<file path="src/design/soc_pkg.sv">
`default_nettype none

package soc_pkg;

  // bus and line geometry
  localparam int ADDR_W     = 32;
  localparam int DATA_W     = 64;
  localparam int LINE_W     = 512;
  localparam int BEATS      = LINE_W / DATA_W;
  localparam int BEAT_IDX_W = 3;  // log2 of BEATS
  localparam int ID_W       = 4;

  // fixed burst attributes
  localparam logic [ID_W-1:0] AXI_ID         = '0;
  localparam logic [2:0]      AXI_SIZE_8B    = 3'd3;
  localparam logic [1:0]      AXI_BURST_INCR = 2'd1;

  // AXI response codes
  localparam logic [1:0] RESP_OKAY   = 2'd0;
  localparam logic [1:0] RESP_SLVERR = 2'd2;

  // core side op encoding
  localparam logic OP_READ  = 1'b0;
  localparam logic OP_WRITE = 1'b1;

endpackage

`default_nettype wire

</file>
<file path="src/design/axi_rw_ctrl.sv">
`timescale 1ns/1ps
`default_nettype none

module axi_rw_ctrl (
  input  wire                        clock,
  input  wire                        rst_n_i,
  // core side
  input  wire                        user_valid_i,
  input  wire                        user_req_i,
  input  wire [soc_pkg::ADDR_W-1:0]  user_addr_i,
  input  wire [7:0]                  user_blks_i,
  output logic                       user_ready_o,
  output logic [1:0]                 user_resp_o,
  input  wire [1:0]                  rd_resp_i,
  // write channels
  input  wire                        aw_ready_i,
  output logic                       aw_valid_o,
  input  wire                        w_ready_i,
  output logic                       w_valid_o,
  input  wire                        w_last_i,
  output logic                       w_fire_o,
  input  wire                        b_valid_i,
  input  wire [1:0]                  b_resp_i,
  output logic                       b_ready_o,
  // read channels
  input  wire                        ar_ready_i,
  output logic                       ar_valid_o,
  input  wire                        r_valid_i,
  input  wire                        r_last_i,
  output logic                       r_ready_o,
  output logic                       r_fire_o,
  // datapath control
  output logic                       load_o,
  output logic                       clear_o,
  output logic [soc_pkg::ADDR_W-1:0] axi_addr_o,
  output logic [7:0]                 axi_len_o
);

  typedef enum logic [2:0] {
    S_IDLE,
    S_WRITE,  // AW and W in flight together
    S_WRESP,
    S_RADDR,
    S_RDATA,
    S_DONE
  } state_t;

  state_t     state_q;
  logic       aw_done_q;
  logic       w_done_q;
  logic       is_wr_q;
  logic [1:0] b_resp_q;
  logic       accept;
  logic       aw_fire;
  logic       aw_ok;
  logic       w_ok;

  assign accept  = (state_q == S_IDLE) && user_valid_i;
  assign load_o  = accept;
  assign clear_o = accept;

  assign aw_valid_o = (state_q == S_WRITE) && !aw_done_q;
  assign w_valid_o  = (state_q == S_WRITE) && !w_done_q;
  assign aw_fire    = aw_valid_o && aw_ready_i;
  assign w_fire_o   = w_valid_o && w_ready_i;

  // each phase counts as finished once its handshake is seen, now or earlier
  assign aw_ok = aw_done_q || aw_fire;
  assign w_ok  = w_done_q || (w_fire_o && w_last_i);

  assign b_ready_o  = (state_q == S_WRESP);
  assign ar_valid_o = (state_q == S_RADDR);
  assign r_ready_o  = (state_q == S_RDATA);
  assign r_fire_o   = r_valid_i && r_ready_o;

  assign user_ready_o = (state_q == S_DONE);
  assign user_resp_o  = is_wr_q ? b_resp_q : rd_resp_i;  // both sides already registered

  always_ff @(posedge clock) begin
    if (!rst_n_i) begin
      state_q   <= S_IDLE;
      aw_done_q <= 1'b0;
      w_done_q  <= 1'b0;
      is_wr_q   <= 1'b0;
    end else begin
      case (state_q)
        S_IDLE: begin
          if (user_valid_i) begin
            aw_done_q <= 1'b0;
            w_done_q  <= 1'b0;
            case (user_req_i)
              soc_pkg::OP_WRITE: begin
                is_wr_q <= 1'b1;
                state_q <= S_WRITE;
              end
              soc_pkg::OP_READ: begin
                is_wr_q <= 1'b0;
                state_q <= S_RADDR;
              end
              default: state_q <= S_IDLE;
            endcase
          end
        end
        S_WRITE: begin
          if (aw_fire) aw_done_q <= 1'b1;
          if (w_fire_o && w_last_i) w_done_q <= 1'b1;
          if (aw_ok && w_ok) state_q <= S_WRESP;
        end
        S_WRESP: if (b_valid_i) state_q <= S_DONE;
        S_RADDR: if (ar_ready_i) state_q <= S_RDATA;
        S_RDATA: if (r_fire_o && r_last_i) state_q <= S_DONE;
        S_DONE:  state_q <= S_IDLE;  // ready pulse lasts one cycle
        default: state_q <= S_IDLE;
      endcase
    end
  end

  always_ff @(posedge clock) begin
    if (accept) begin
      axi_addr_o <= user_addr_i;
      axi_len_o  <= user_blks_i;
    end
    if (b_ready_o && b_valid_i) b_resp_q <= b_resp_i;
  end

endmodule

`default_nettype wire

</file>
<file path="src/design/wdata_serializer.sv">
`timescale 1ns/1ps
`default_nettype none

module wdata_serializer (
  input  wire                        clock,
  input  wire                        rst_n_i,
  input  wire                        load_i,
  input  wire [soc_pkg::LINE_W-1:0]  line_i,
  input  wire [7:0]                  len_i,
  input  wire                        w_fire_i,
  output logic [soc_pkg::DATA_W-1:0] w_data_o,
  output logic [7:0]                 w_strb_o,
  output logic                       w_last_o
);

  logic [soc_pkg::LINE_W-1:0]     line_q;
  logic [7:0]                     len_q;
  logic [soc_pkg::BEAT_IDX_W-1:0] cnt_q;

  // current beat always sits in the low word
  assign w_data_o = line_q[soc_pkg::DATA_W-1:0];
  assign w_strb_o = {(soc_pkg::DATA_W/8){1'b1}};
  assign w_last_o = ({5'd0, cnt_q} == len_q);

  always_ff @(posedge clock) begin
    if (!rst_n_i) begin
      cnt_q <= '0;
      len_q <= '0;
    end else if (load_i) begin
      cnt_q <= '0;
      len_q <= len_i;
    end else if (w_fire_i) begin
      cnt_q <= cnt_q + 1'b1;
    end
  end

  always_ff @(posedge clock) begin
    if (load_i) begin
      line_q <= line_i;
    end else if (w_fire_i) begin
      line_q <= line_q >> soc_pkg::DATA_W;  // next beat down
    end
  end

endmodule

`default_nettype wire

</file>
<file path="src/design/rdata_assembler.sv">
`timescale 1ns/1ps
`default_nettype none

module rdata_assembler (
  input  wire                        clock,
  input  wire                        rst_n_i,
  input  wire                        clear_i,
  input  wire                        r_fire_i,
  input  wire [soc_pkg::DATA_W-1:0]  r_data_i,
  input  wire [1:0]                  r_resp_i,
  output logic [soc_pkg::LINE_W-1:0] line_o,
  output logic [1:0]                 resp_o
);

  logic [soc_pkg::BEATS-1:0][soc_pkg::DATA_W-1:0] line_q;
  logic [soc_pkg::BEAT_IDX_W-1:0]                 idx_q;
  logic [1:0]                                     resp_q;

  assign line_o = line_q;
  assign resp_o = resp_q;

  always_ff @(posedge clock) begin
    if (!rst_n_i) begin
      idx_q  <= '0;
      resp_q <= soc_pkg::RESP_OKAY;
    end else if (clear_i) begin
      idx_q  <= '0;
      resp_q <= soc_pkg::RESP_OKAY;
    end else if (r_fire_i) begin
      idx_q <= idx_q + 1'b1;
      // first error wins
      if (resp_q == soc_pkg::RESP_OKAY) resp_q <= r_resp_i;
    end
  end

  // slots past the burst length keep the zeros from clear
  always_ff @(posedge clock) begin
    if (clear_i) begin
      line_q <= '0;
    end else if (r_fire_i) begin
      line_q[idx_q] <= r_data_i;
    end
  end

endmodule

`default_nettype wire

</file>
<file path="src/design/soc_top.sv">
`timescale 1ns/1ps
`default_nettype none

module soc_top (
  input  wire                        clock,
  input  wire                        rst_n_i,
  // core side line port
  input  wire                        user_valid_i,
  input  wire                        user_req_i,
  input  wire [soc_pkg::ADDR_W-1:0]  user_addr_i,
  input  wire [7:0]                  user_blks_i,
  input  wire [soc_pkg::LINE_W-1:0]  user_wdata_i,
  output logic                       user_ready_o,
  output logic [1:0]                 user_resp_o,
  output logic [soc_pkg::LINE_W-1:0] user_rdata_o,
  // AXI4 master
  input  wire                        io_master_awready_i,
  output logic                       io_master_awvalid_o,
  output logic [soc_pkg::ADDR_W-1:0] io_master_awaddr_o,
  output logic [soc_pkg::ID_W-1:0]   io_master_awid_o,
  output logic [7:0]                 io_master_awlen_o,
  output logic [2:0]                 io_master_awsize_o,
  output logic [1:0]                 io_master_awburst_o,
  input  wire                        io_master_wready_i,
  output logic                       io_master_wvalid_o,
  output logic [soc_pkg::DATA_W-1:0] io_master_wdata_o,
  output logic [7:0]                 io_master_wstrb_o,
  output logic                       io_master_wlast_o,
  output logic                       io_master_bready_o,
  input  wire                        io_master_bvalid_i,
  input  wire [1:0]                  io_master_bresp_i,
  input  wire                        io_master_arready_i,
  output logic                       io_master_arvalid_o,
  output logic [soc_pkg::ADDR_W-1:0] io_master_araddr_o,
  output logic [soc_pkg::ID_W-1:0]   io_master_arid_o,
  output logic [7:0]                 io_master_arlen_o,
  output logic [2:0]                 io_master_arsize_o,
  output logic [1:0]                 io_master_arburst_o,
  output logic                       io_master_rready_o,
  input  wire                        io_master_rvalid_i,
  input  wire [1:0]                  io_master_rresp_i,
  input  wire [soc_pkg::DATA_W-1:0]  io_master_rdata_i,
  input  wire                        io_master_rlast_i
);

  logic [soc_pkg::ADDR_W-1:0] axi_addr;
  logic [7:0]                 axi_len;
  logic                       w_fire;
  logic                       w_last;
  logic                       r_fire;
  logic                       load;
  logic                       clear;
  logic [1:0]                 rd_resp;

  // one request at a time, so AW and AR share address and length
  assign io_master_awaddr_o  = axi_addr;
  assign io_master_araddr_o  = axi_addr;
  assign io_master_awlen_o   = axi_len;
  assign io_master_arlen_o   = axi_len;
  assign io_master_awid_o    = soc_pkg::AXI_ID;
  assign io_master_arid_o    = soc_pkg::AXI_ID;
  assign io_master_awsize_o  = soc_pkg::AXI_SIZE_8B;
  assign io_master_arsize_o  = soc_pkg::AXI_SIZE_8B;
  assign io_master_awburst_o = soc_pkg::AXI_BURST_INCR;
  assign io_master_arburst_o = soc_pkg::AXI_BURST_INCR;
  assign io_master_wlast_o   = w_last;

  axi_rw_ctrl u_ctrl (
    .clock        (clock),
    .rst_n_i      (rst_n_i),
    .user_valid_i (user_valid_i),
    .user_req_i   (user_req_i),
    .user_addr_i  (user_addr_i),
    .user_blks_i  (user_blks_i),
    .user_ready_o (user_ready_o),
    .user_resp_o  (user_resp_o),
    .rd_resp_i    (rd_resp),
    .aw_ready_i   (io_master_awready_i),
    .aw_valid_o   (io_master_awvalid_o),
    .w_ready_i    (io_master_wready_i),
    .w_valid_o    (io_master_wvalid_o),
    .w_last_i     (w_last),
    .w_fire_o     (w_fire),
    .b_valid_i    (io_master_bvalid_i),
    .b_resp_i     (io_master_bresp_i),
    .b_ready_o    (io_master_bready_o),
    .ar_ready_i   (io_master_arready_i),
    .ar_valid_o   (io_master_arvalid_o),
    .r_valid_i    (io_master_rvalid_i),
    .r_last_i     (io_master_rlast_i),
    .r_ready_o    (io_master_rready_o),
    .r_fire_o     (r_fire),
    .load_o       (load),
    .clear_o      (clear),
    .axi_addr_o   (axi_addr),
    .axi_len_o    (axi_len)
  );

  wdata_serializer u_wser (
    .clock    (clock),
    .rst_n_i  (rst_n_i),
    .load_i   (load),
    .line_i   (user_wdata_i),
    .len_i    (user_blks_i),
    .w_fire_i (w_fire),
    .w_data_o (io_master_wdata_o),
    .w_strb_o (io_master_wstrb_o),
    .w_last_o (w_last)
  );

  rdata_assembler u_rasm (
    .clock    (clock),
    .rst_n_i  (rst_n_i),
    .clear_i  (clear),
    .r_fire_i (r_fire),
    .r_data_i (io_master_rdata_i),
    .r_resp_i (io_master_rresp_i),
    .line_o   (user_rdata_o),
    .resp_o   (rd_resp)
  );

endmodule

`default_nettype wire

</file>
<file path="config.mk">
export PLATFORM = sky130hd
export DESIGN_NAME = soc_top
export DESIGN_NICKNAME = d
export VERILOG_FILES = /design/src/design/soc_pkg.sv /design/src/design/axi_rw_ctrl.sv /design/src/design/wdata_serializer.sv /design/src/design/rdata_assembler.sv /design/src/design/soc_top.sv
export SDC_FILE = /design/constraint.sdc
export NUM_CORES = 2
export LEC_CHECK = 0
export BUFFER_PORTS_ARGS = -buffer_cell sky130_fd_sc_hd__buf_4
export CORE_AREA = 2 2 511 513
export DETAILED_ROUTE_END_ITERATION = 12
export DIE_AREA = 0 0 513 515
export PLACE_DENSITY_LB_ADDON = 0.3
export SLEW_MARGIN = 25
export SYNTH_ARGS = -nofsm -noshare
export SYNTH_HDL_FRONTEND = slang
export SYNTH_SLANG_ARGS = --single-unit
</file>
<file path="constraint.sdc">
create_clock -name clock -period 12 [get_ports clock]
set_input_delay 0.6 -clock clock [delete_from_list [all_inputs] [get_ports clock]]
set_output_delay 0.6 -clock clock [all_outputs]
set_load 0.03 [all_outputs]
</file>
== Yosys cells after proc, flatten, opt, wreduce, memory -nomap -nowiden ==
Cells that the tools add are included.
Widths: inputs -> output; s select.

* Flip-flop bits (word level): 1088
* Output and inout bits: 691
* Input port bits: 630
* Logic and storage cells: 83

* Muxes and demuxes: 19
* Eq/ne operators: 13
* Bitwise gates (word level): 2
* Order comparisons: 2
* Reductions and logical operators: 25
* Add/sub/neg operators: 2

{| class="wikitable"
|+ Operators by type and width
! operator !! count
|-
| $mux 512 || 2
|-
| $bwmux 512 || 1
|-
| $demux 64 s3 || 1
|-
| $mux 64 || 1
|-
| $mux 3 || 5
|-
| $pmux 3 s5 || 1
|-
| $ne 2x2->1 const B || 6
|-
| $logic_and 1x1->1 || 11
|-
| $eq 3x8->1 || 1
|-
| $add 3x1->3 const B || 2
|-
| $eq 3x2->1 const B || 2
|-
| $eq 3x3->1 const B || 2
|-
| $pmux 1 s2 || 3
|-
| $pmux 3 s2 || 1
|-
| $reduce_and 3->1 || 2
|-
| $reduce_and 5->1 || 1
|-
| $lt 3x4->1 const B || 1
|-
| $reduce_and 2->1 || 2
|-
| $reduce_bool 2->1 || 2
|-
| $eq 3x1->1 const B || 1
|-
| $ge 3x1->1 const B || 1
|-
| $logic_not 3->1 || 1
|-
| $mux 1 || 3
|-
| $logic_not 1->1 || 2
|-
| other kinds (6) || 8
|}

== Logic depth before layout (Yosys ltp) ==
* Depth after elaboration: 8
* Mapped depth: 8
* Mapped depth without buffers: 5

== By module ==
A second synthesis with hierarchy kept.

* Cells, all modules: 3168
* Area, all modules: 44661.6 um^2

{| class="wikitable"
|+ By module, submodules not included
! module !! seq. area each (um^2) !! cells an instance !! instances !! area each (um^2)
|-
| wdata_serializer || 15595.0 || 1198 || 1 || 22411.5
|-
| rdata_assembler || 10349.9 || 1818 || 1 || 20118.0
|-
| axi_rw_ctrl || 1381.3 || 92 || 1 || 1689.1
|-
| soc_top || 0.0 || 60 || 1 || 442.9
|}

== Worst setup path after synthesis ==
Ideal clock, no wire load.

* Kind: input to register
* Start point: input port user_valid_i
* End point: register u_wser.line_q[0] in the netlist's numbering (enable)
* Cell stages on the path: 5
* Data arrival time: 9.568 ns
* Path slack: -1.244 ns
* Data required time: 8.324 ns
* Buffers on the path: 3
* Cells stage by stage: nand3_1 > buf_2 > clkbuf_1 > buf_2 > nand2_1

* Cells in the longest elaborated chain, start to end: 2

{| class="wikitable"
|+ RTL lines
! what !! RTL line !! text
|-
| from (decl) || soc_top.sv:8 || <nowiki>input wire user_valid_i,</nowiki>
|-
| $logic_and 1x1->1 || axi_rw_ctrl.sv:58 || <nowiki>assign accept = (state_q == S_IDLE) && user_valid_i;</nowiki>
|-
| $reduce_bool 2->1 (no source line) || -- ||
|-
| to (signal assigned) || wdata_serializer.sv:39 || <nowiki>line_q <= line_i;</nowiki>
|-
| to (signal assigned) || wdata_serializer.sv:41 || <nowiki>line_q <= line_q >> soc_pkg::DATA_W;</nowiki>
|-
| to (decl) || wdata_serializer.sv:16 || <nowiki>logic [soc_pkg::LINE_W-1:0] line_q;</nowiki>
|}

No other way between the ends.
A chain may end at the register's enable or synchronous reset.

== Final worst setup path ==
* Start point: register u_ctrl.state_q[1]
* End point: register u_wser.line_q[500] in the netlist's numbering (enable)

* Cells in the longest elaborated chain, start to end: 4

{| class="wikitable"
|+ RTL lines
! what !! RTL line !! text
|-
| from (decl) || axi_rw_ctrl.sv:48 || <nowiki>state_t state_q;</nowiki>
|-
| from (signal assigned) || axi_rw_ctrl.sv:81 || <nowiki>state_q <= S_IDLE;</nowiki>
|-
| from (signal assigned) || axi_rw_ctrl.sv:94 || <nowiki>state_q <= S_WRITE;</nowiki>
|-
| from (signal assigned) || axi_rw_ctrl.sv:98 || <nowiki>state_q <= S_RADDR;</nowiki>
|-
| $eq 3x1->1 || axi_rw_ctrl.sv:63 || <nowiki>assign w_valid_o = (state_q == S_WRITE) && !w_done_q;</nowiki>
|-
| $logic_and 1x1->1 || axi_rw_ctrl.sv:63 ||
|-
| $logic_and 1x1->1 || axi_rw_ctrl.sv:65 || <nowiki>assign w_fire_o = w_valid_o && w_ready_i;</nowiki>
|-
| $reduce_bool 2->1 (no source line) * || -- ||
|}

Every way passes the cells marked *; elsewhere a longest branch is shown, timed or not.

==> results.ini <==
[synth]
async_flop_share = 0
avgSynthCellArea_sq_um = 9.254
ys_ff_latch = 1088
synthesis.area_sq_um = 42850
ys_types = 40
synth_edf_count = 554
yosys_warnings = 0
synth_cells = 4630
yosysSeqAreaShare = 0.6378
synth_ff_type = edfxtp_1

[critical_path]
r2r_start = u_ctrl.state_q[1]$_SDFFE_PN0P_
rrSetupSlack_ps = 7710
critPathLaunch = u_ctrl.state_q[1]$_SDFFE_PN0P_
cp_cell_sequence = nor2_1, nand3_4, buf_12, nand2_8, buf_12, buf_6
worst-path-stages = 6
crit_top_cell = buf_12
critPathArrivalTime_ps = 4680
critical_path_class = reg2reg
critPathBufInv = 3
r2r-end = u_wser.line_q[500]$_SDFFCE_PN0P_
cp.required_ps = 12380
path_max_fanout = 182
reg2reg_depth = 6
endpoint = u_wser.line_q[500]$_SDFFCE_PN0P_
startpoint_type = flip-flop
slowest_delay_ps = 690
end_kind = flip-flop
crit_family = buffers and inverters
crit_slowest_cell = buf_6

[power_and_ir_drop]
power_w = 0.01363
power_frac_seq = 0.432
netSwitchingFraction = 0.3545
internal_power_w = 0.008800
combPwrFrac = 0.274
pwr-share-clk = 0.294
powerDensity_nw_per_um2 = 228.1
irDropWorstVdd_uv = 149.1
p_sw_w = 0.004833
p_leak_nw = 24.62

[placement]
io_buffer_count = 1294
gp_congestion = 0.8659
dpl.hpwl_mm = 137.1

[final_layout]
nNetsFinal = 6375
synthToLayoutAreaGrowth_pct = 39.46
drive_gt1_frac = 0.2640
fillers = 28280

[sta]
fin_crit_sh = 0.3579
period_minus_slack_ps = 4294
max_freq_ghz = 0.2329
skew_ps = 38.19
finalMaxSlewViolations = 0
setup-violations-final = 0
hold_viol = 0
slew_headroom = 0.2635
setup_tns_ps = 0
rsz0062_at_grt = false
worstMarginPinSlew_ps = 1105

[clock_tree]
cts_tree = done
numCtsBuffers = 132
path_clk_slew_ps = 60
clk_latency_ps = 770
cts_sinks = 1088
htreeDepth = 4
clock_path_buffers = 3
cts-root-buf = clkbuf_16

[drt]
num_vias = 35870
first_iter_violations = 2877
drc = 0
drtPass1Iterations = 5
routed_via_density = 3.876
wire_per_inst_microns = 20.45
drt_wl_total_mm = 189.2
antenna_left = 0

[flow_run]
maxCapViolCount = 0

[run_status]
outcome = complete, no violations

[global_routing]
grt_antenna_before_repair = 36
grt_start_max_net_pins = 216
use_met1 = 0.1614
overflow = 0
gr-usage-met2 = 0.2260
gr-usage-all-layers = 0.1364
grt.met3_usage = 0.05047
grt_pass1_wl_mm = 260.5
grt_pass1_vias = 34780
grt-busiest-layer = met2

[die]
start_util = 0.1657
io_pins = 1321
coreArea_sq_um = 258500
fp.dieH_microns = 515
dieArea_sq_um = 264200
row_count = 187
chipWidth_microns = 513

[min_path]
hold_path_class = in2reg

stage by stage:
stage                       util  hold slack [ps]  setup slack, ps  instances  area, sq um
after floorplan                -            436.8             3776       4654        42940
after global routing      0.2311            23.54             7287       9247        59740
after global placement    0.2107            443.1             7316       8916        54480
after CTS                 0.2309           0.1645             7288       9242        59700
final                     0.2311            103.5             7706       9252        59760
after detailed placement  0.2107            446.7             7297       8916        54480
tightest hold or removal path, stage by stage:
cell	delay, ps
buf_4	80
nand2_1	40
nand2_1	50
layer usage:
layer  wire length (microns)  vias up
met4                    6321       18
li1                        -    16940
met3                   18150      287
met5                     112        -
met1                   75480    17150
met2                   89180     1465
power by group through the flow:
stage | Clock, W | Combinational (W) | Sequential (W)
after floorplan | 0 | 0.00241 | 0.00621
after global placement | 0 | 0.00377 | 0.00596
after detailed placement | 0 | 0.00380 | 0.00598
after CTS | 0.00414 | 0.00383 | 0.00591
after global routing | 0.00428 | 0.00416 | 0.00598
final | 0.00401 | 0.00373 | 0.00589
cells in the mapped netlist (all sizes together), types with 6 or more instances:
| cell | count | area, sq um |
|---|---|---|
| dfxtp | 534 | 10690 |
| edfxtp | 554 | 16640 |
| and2 | 66 | 412.9 |
| nor2 | 8 | 30.03 |
| a21oi | 518 | 2592 |
| buf | 367 | 2484 |
| nand2 | 2403 | 9020 |
| xor2 | 6 | 52.55 |
| a21boi | 10 | 75.07 |
| inv | 9 | 33.78 |
| nand3 | 6 | 40.04 |
| clkbuf | 104 | 390.4 |
flip-flops by register name, summed over array words and instances, names as in the netlist:
register           count
u_ctrl.aw_done_q       1
u_ctrl.axi_addr_o     32
u_ctrl.axi_len_o       8
u_ctrl.b_resp_q        2
u_ctrl.is_wr_q         1
u_ctrl.state_q         3
u_ctrl.w_done_q        1
u_rasm.idx_q           3
u_rasm.line_o        512
u_rasm.resp_o          2
u_wser.cnt_q           3
u_wser.len_q           8
u_wser.line_q        512
cells by family after synthesis:
kind of cell	count (synthesis)	synth area share
AOI/OAI and AO/OA	539	0.06404
adders and majority gates	2	0.0005839
and+or+nand+nor	2512	0.2281
other	2	0.0001753
muxes	1	0.0002336
buffers and inverters	480	0.06786
xor gates and xnor gates	6	0.001226
DFF	1088	0.6378
layout by cell type (no fill, tap or decap), drive strengths merged, types with 2 or more instances in the layout:
master / instances
nor4b: 2
nor4: 2
and2: 66
xor2: 6
or3: 2
nor3: 4
a21oi: 518
and3: 5
buf: 1332
clkinvlp: 2
a21boi: 10
edfxtp: 554
o21ai: 2
dfxtp: 534
a22oi: 2
clkinv: 39
nor2: 8
diode: 9
and4: 2
bufinv: 7
inv: 17
a31oi: 4
or4: 3
dlygate4sd3: 94
nor2b: 2
conb: 26
nand2: 2403
clkbuf: 176
nand4: 3
ha: 2
nand3: 6
final cells by class:
class                           count  area (sq um)  area share
Tap cell                         3402          4257     0.07123
Clock inverter                     56         704.4     0.01179
Inverter                            9         41.29   0.0006910
Sequential cell                  1088         27330      0.4573
Clock buffer                      176          3578     0.05988
Timing Repair Buffer             1426         11050      0.1849
Antenna cell                        9         22.52   0.0003769
Multi-Input combinational cell   3086         12770      0.2138
how the worst min path moves through the flow:
stage	cells past startpoint	startpoint	to	slack, ps
floorplan	2	u_rasm.resp_o[0]$_SDFFE_PP0P_	u_rasm.resp_o[0]$_SDFFE_PP0P_	440
global placement	2	u_rasm.line_o[50]$_SDFFE_PP0P_	u_rasm.line_o[50]$_SDFFE_PP0P_	440
detailed placement	2	u_rasm.line_o[256]$_SDFFE_PP0P_	u_rasm.line_o[256]$_SDFFE_PP0P_	450
CTS	3	user_wdata_i[11]	u_wser.line_q[11]$_DFFE_PP_	0.2
global route	2	user_wdata_i[497]	u_wser.line_q[497]$_SDFFCE_PN0P_	20
finish	3	user_wdata_i[124]	u_wser.line_q[124]$_DFFE_PP_	100
repair_timing:
action / 4_1_cts / 5_1_grt
hold buffers: 94 / 0
gates resized for setup: 0 / 0
buffers inserted: 0 / 0
hold endpoints to repair: 94 / 0
Power figures use the tool's default switching activity.
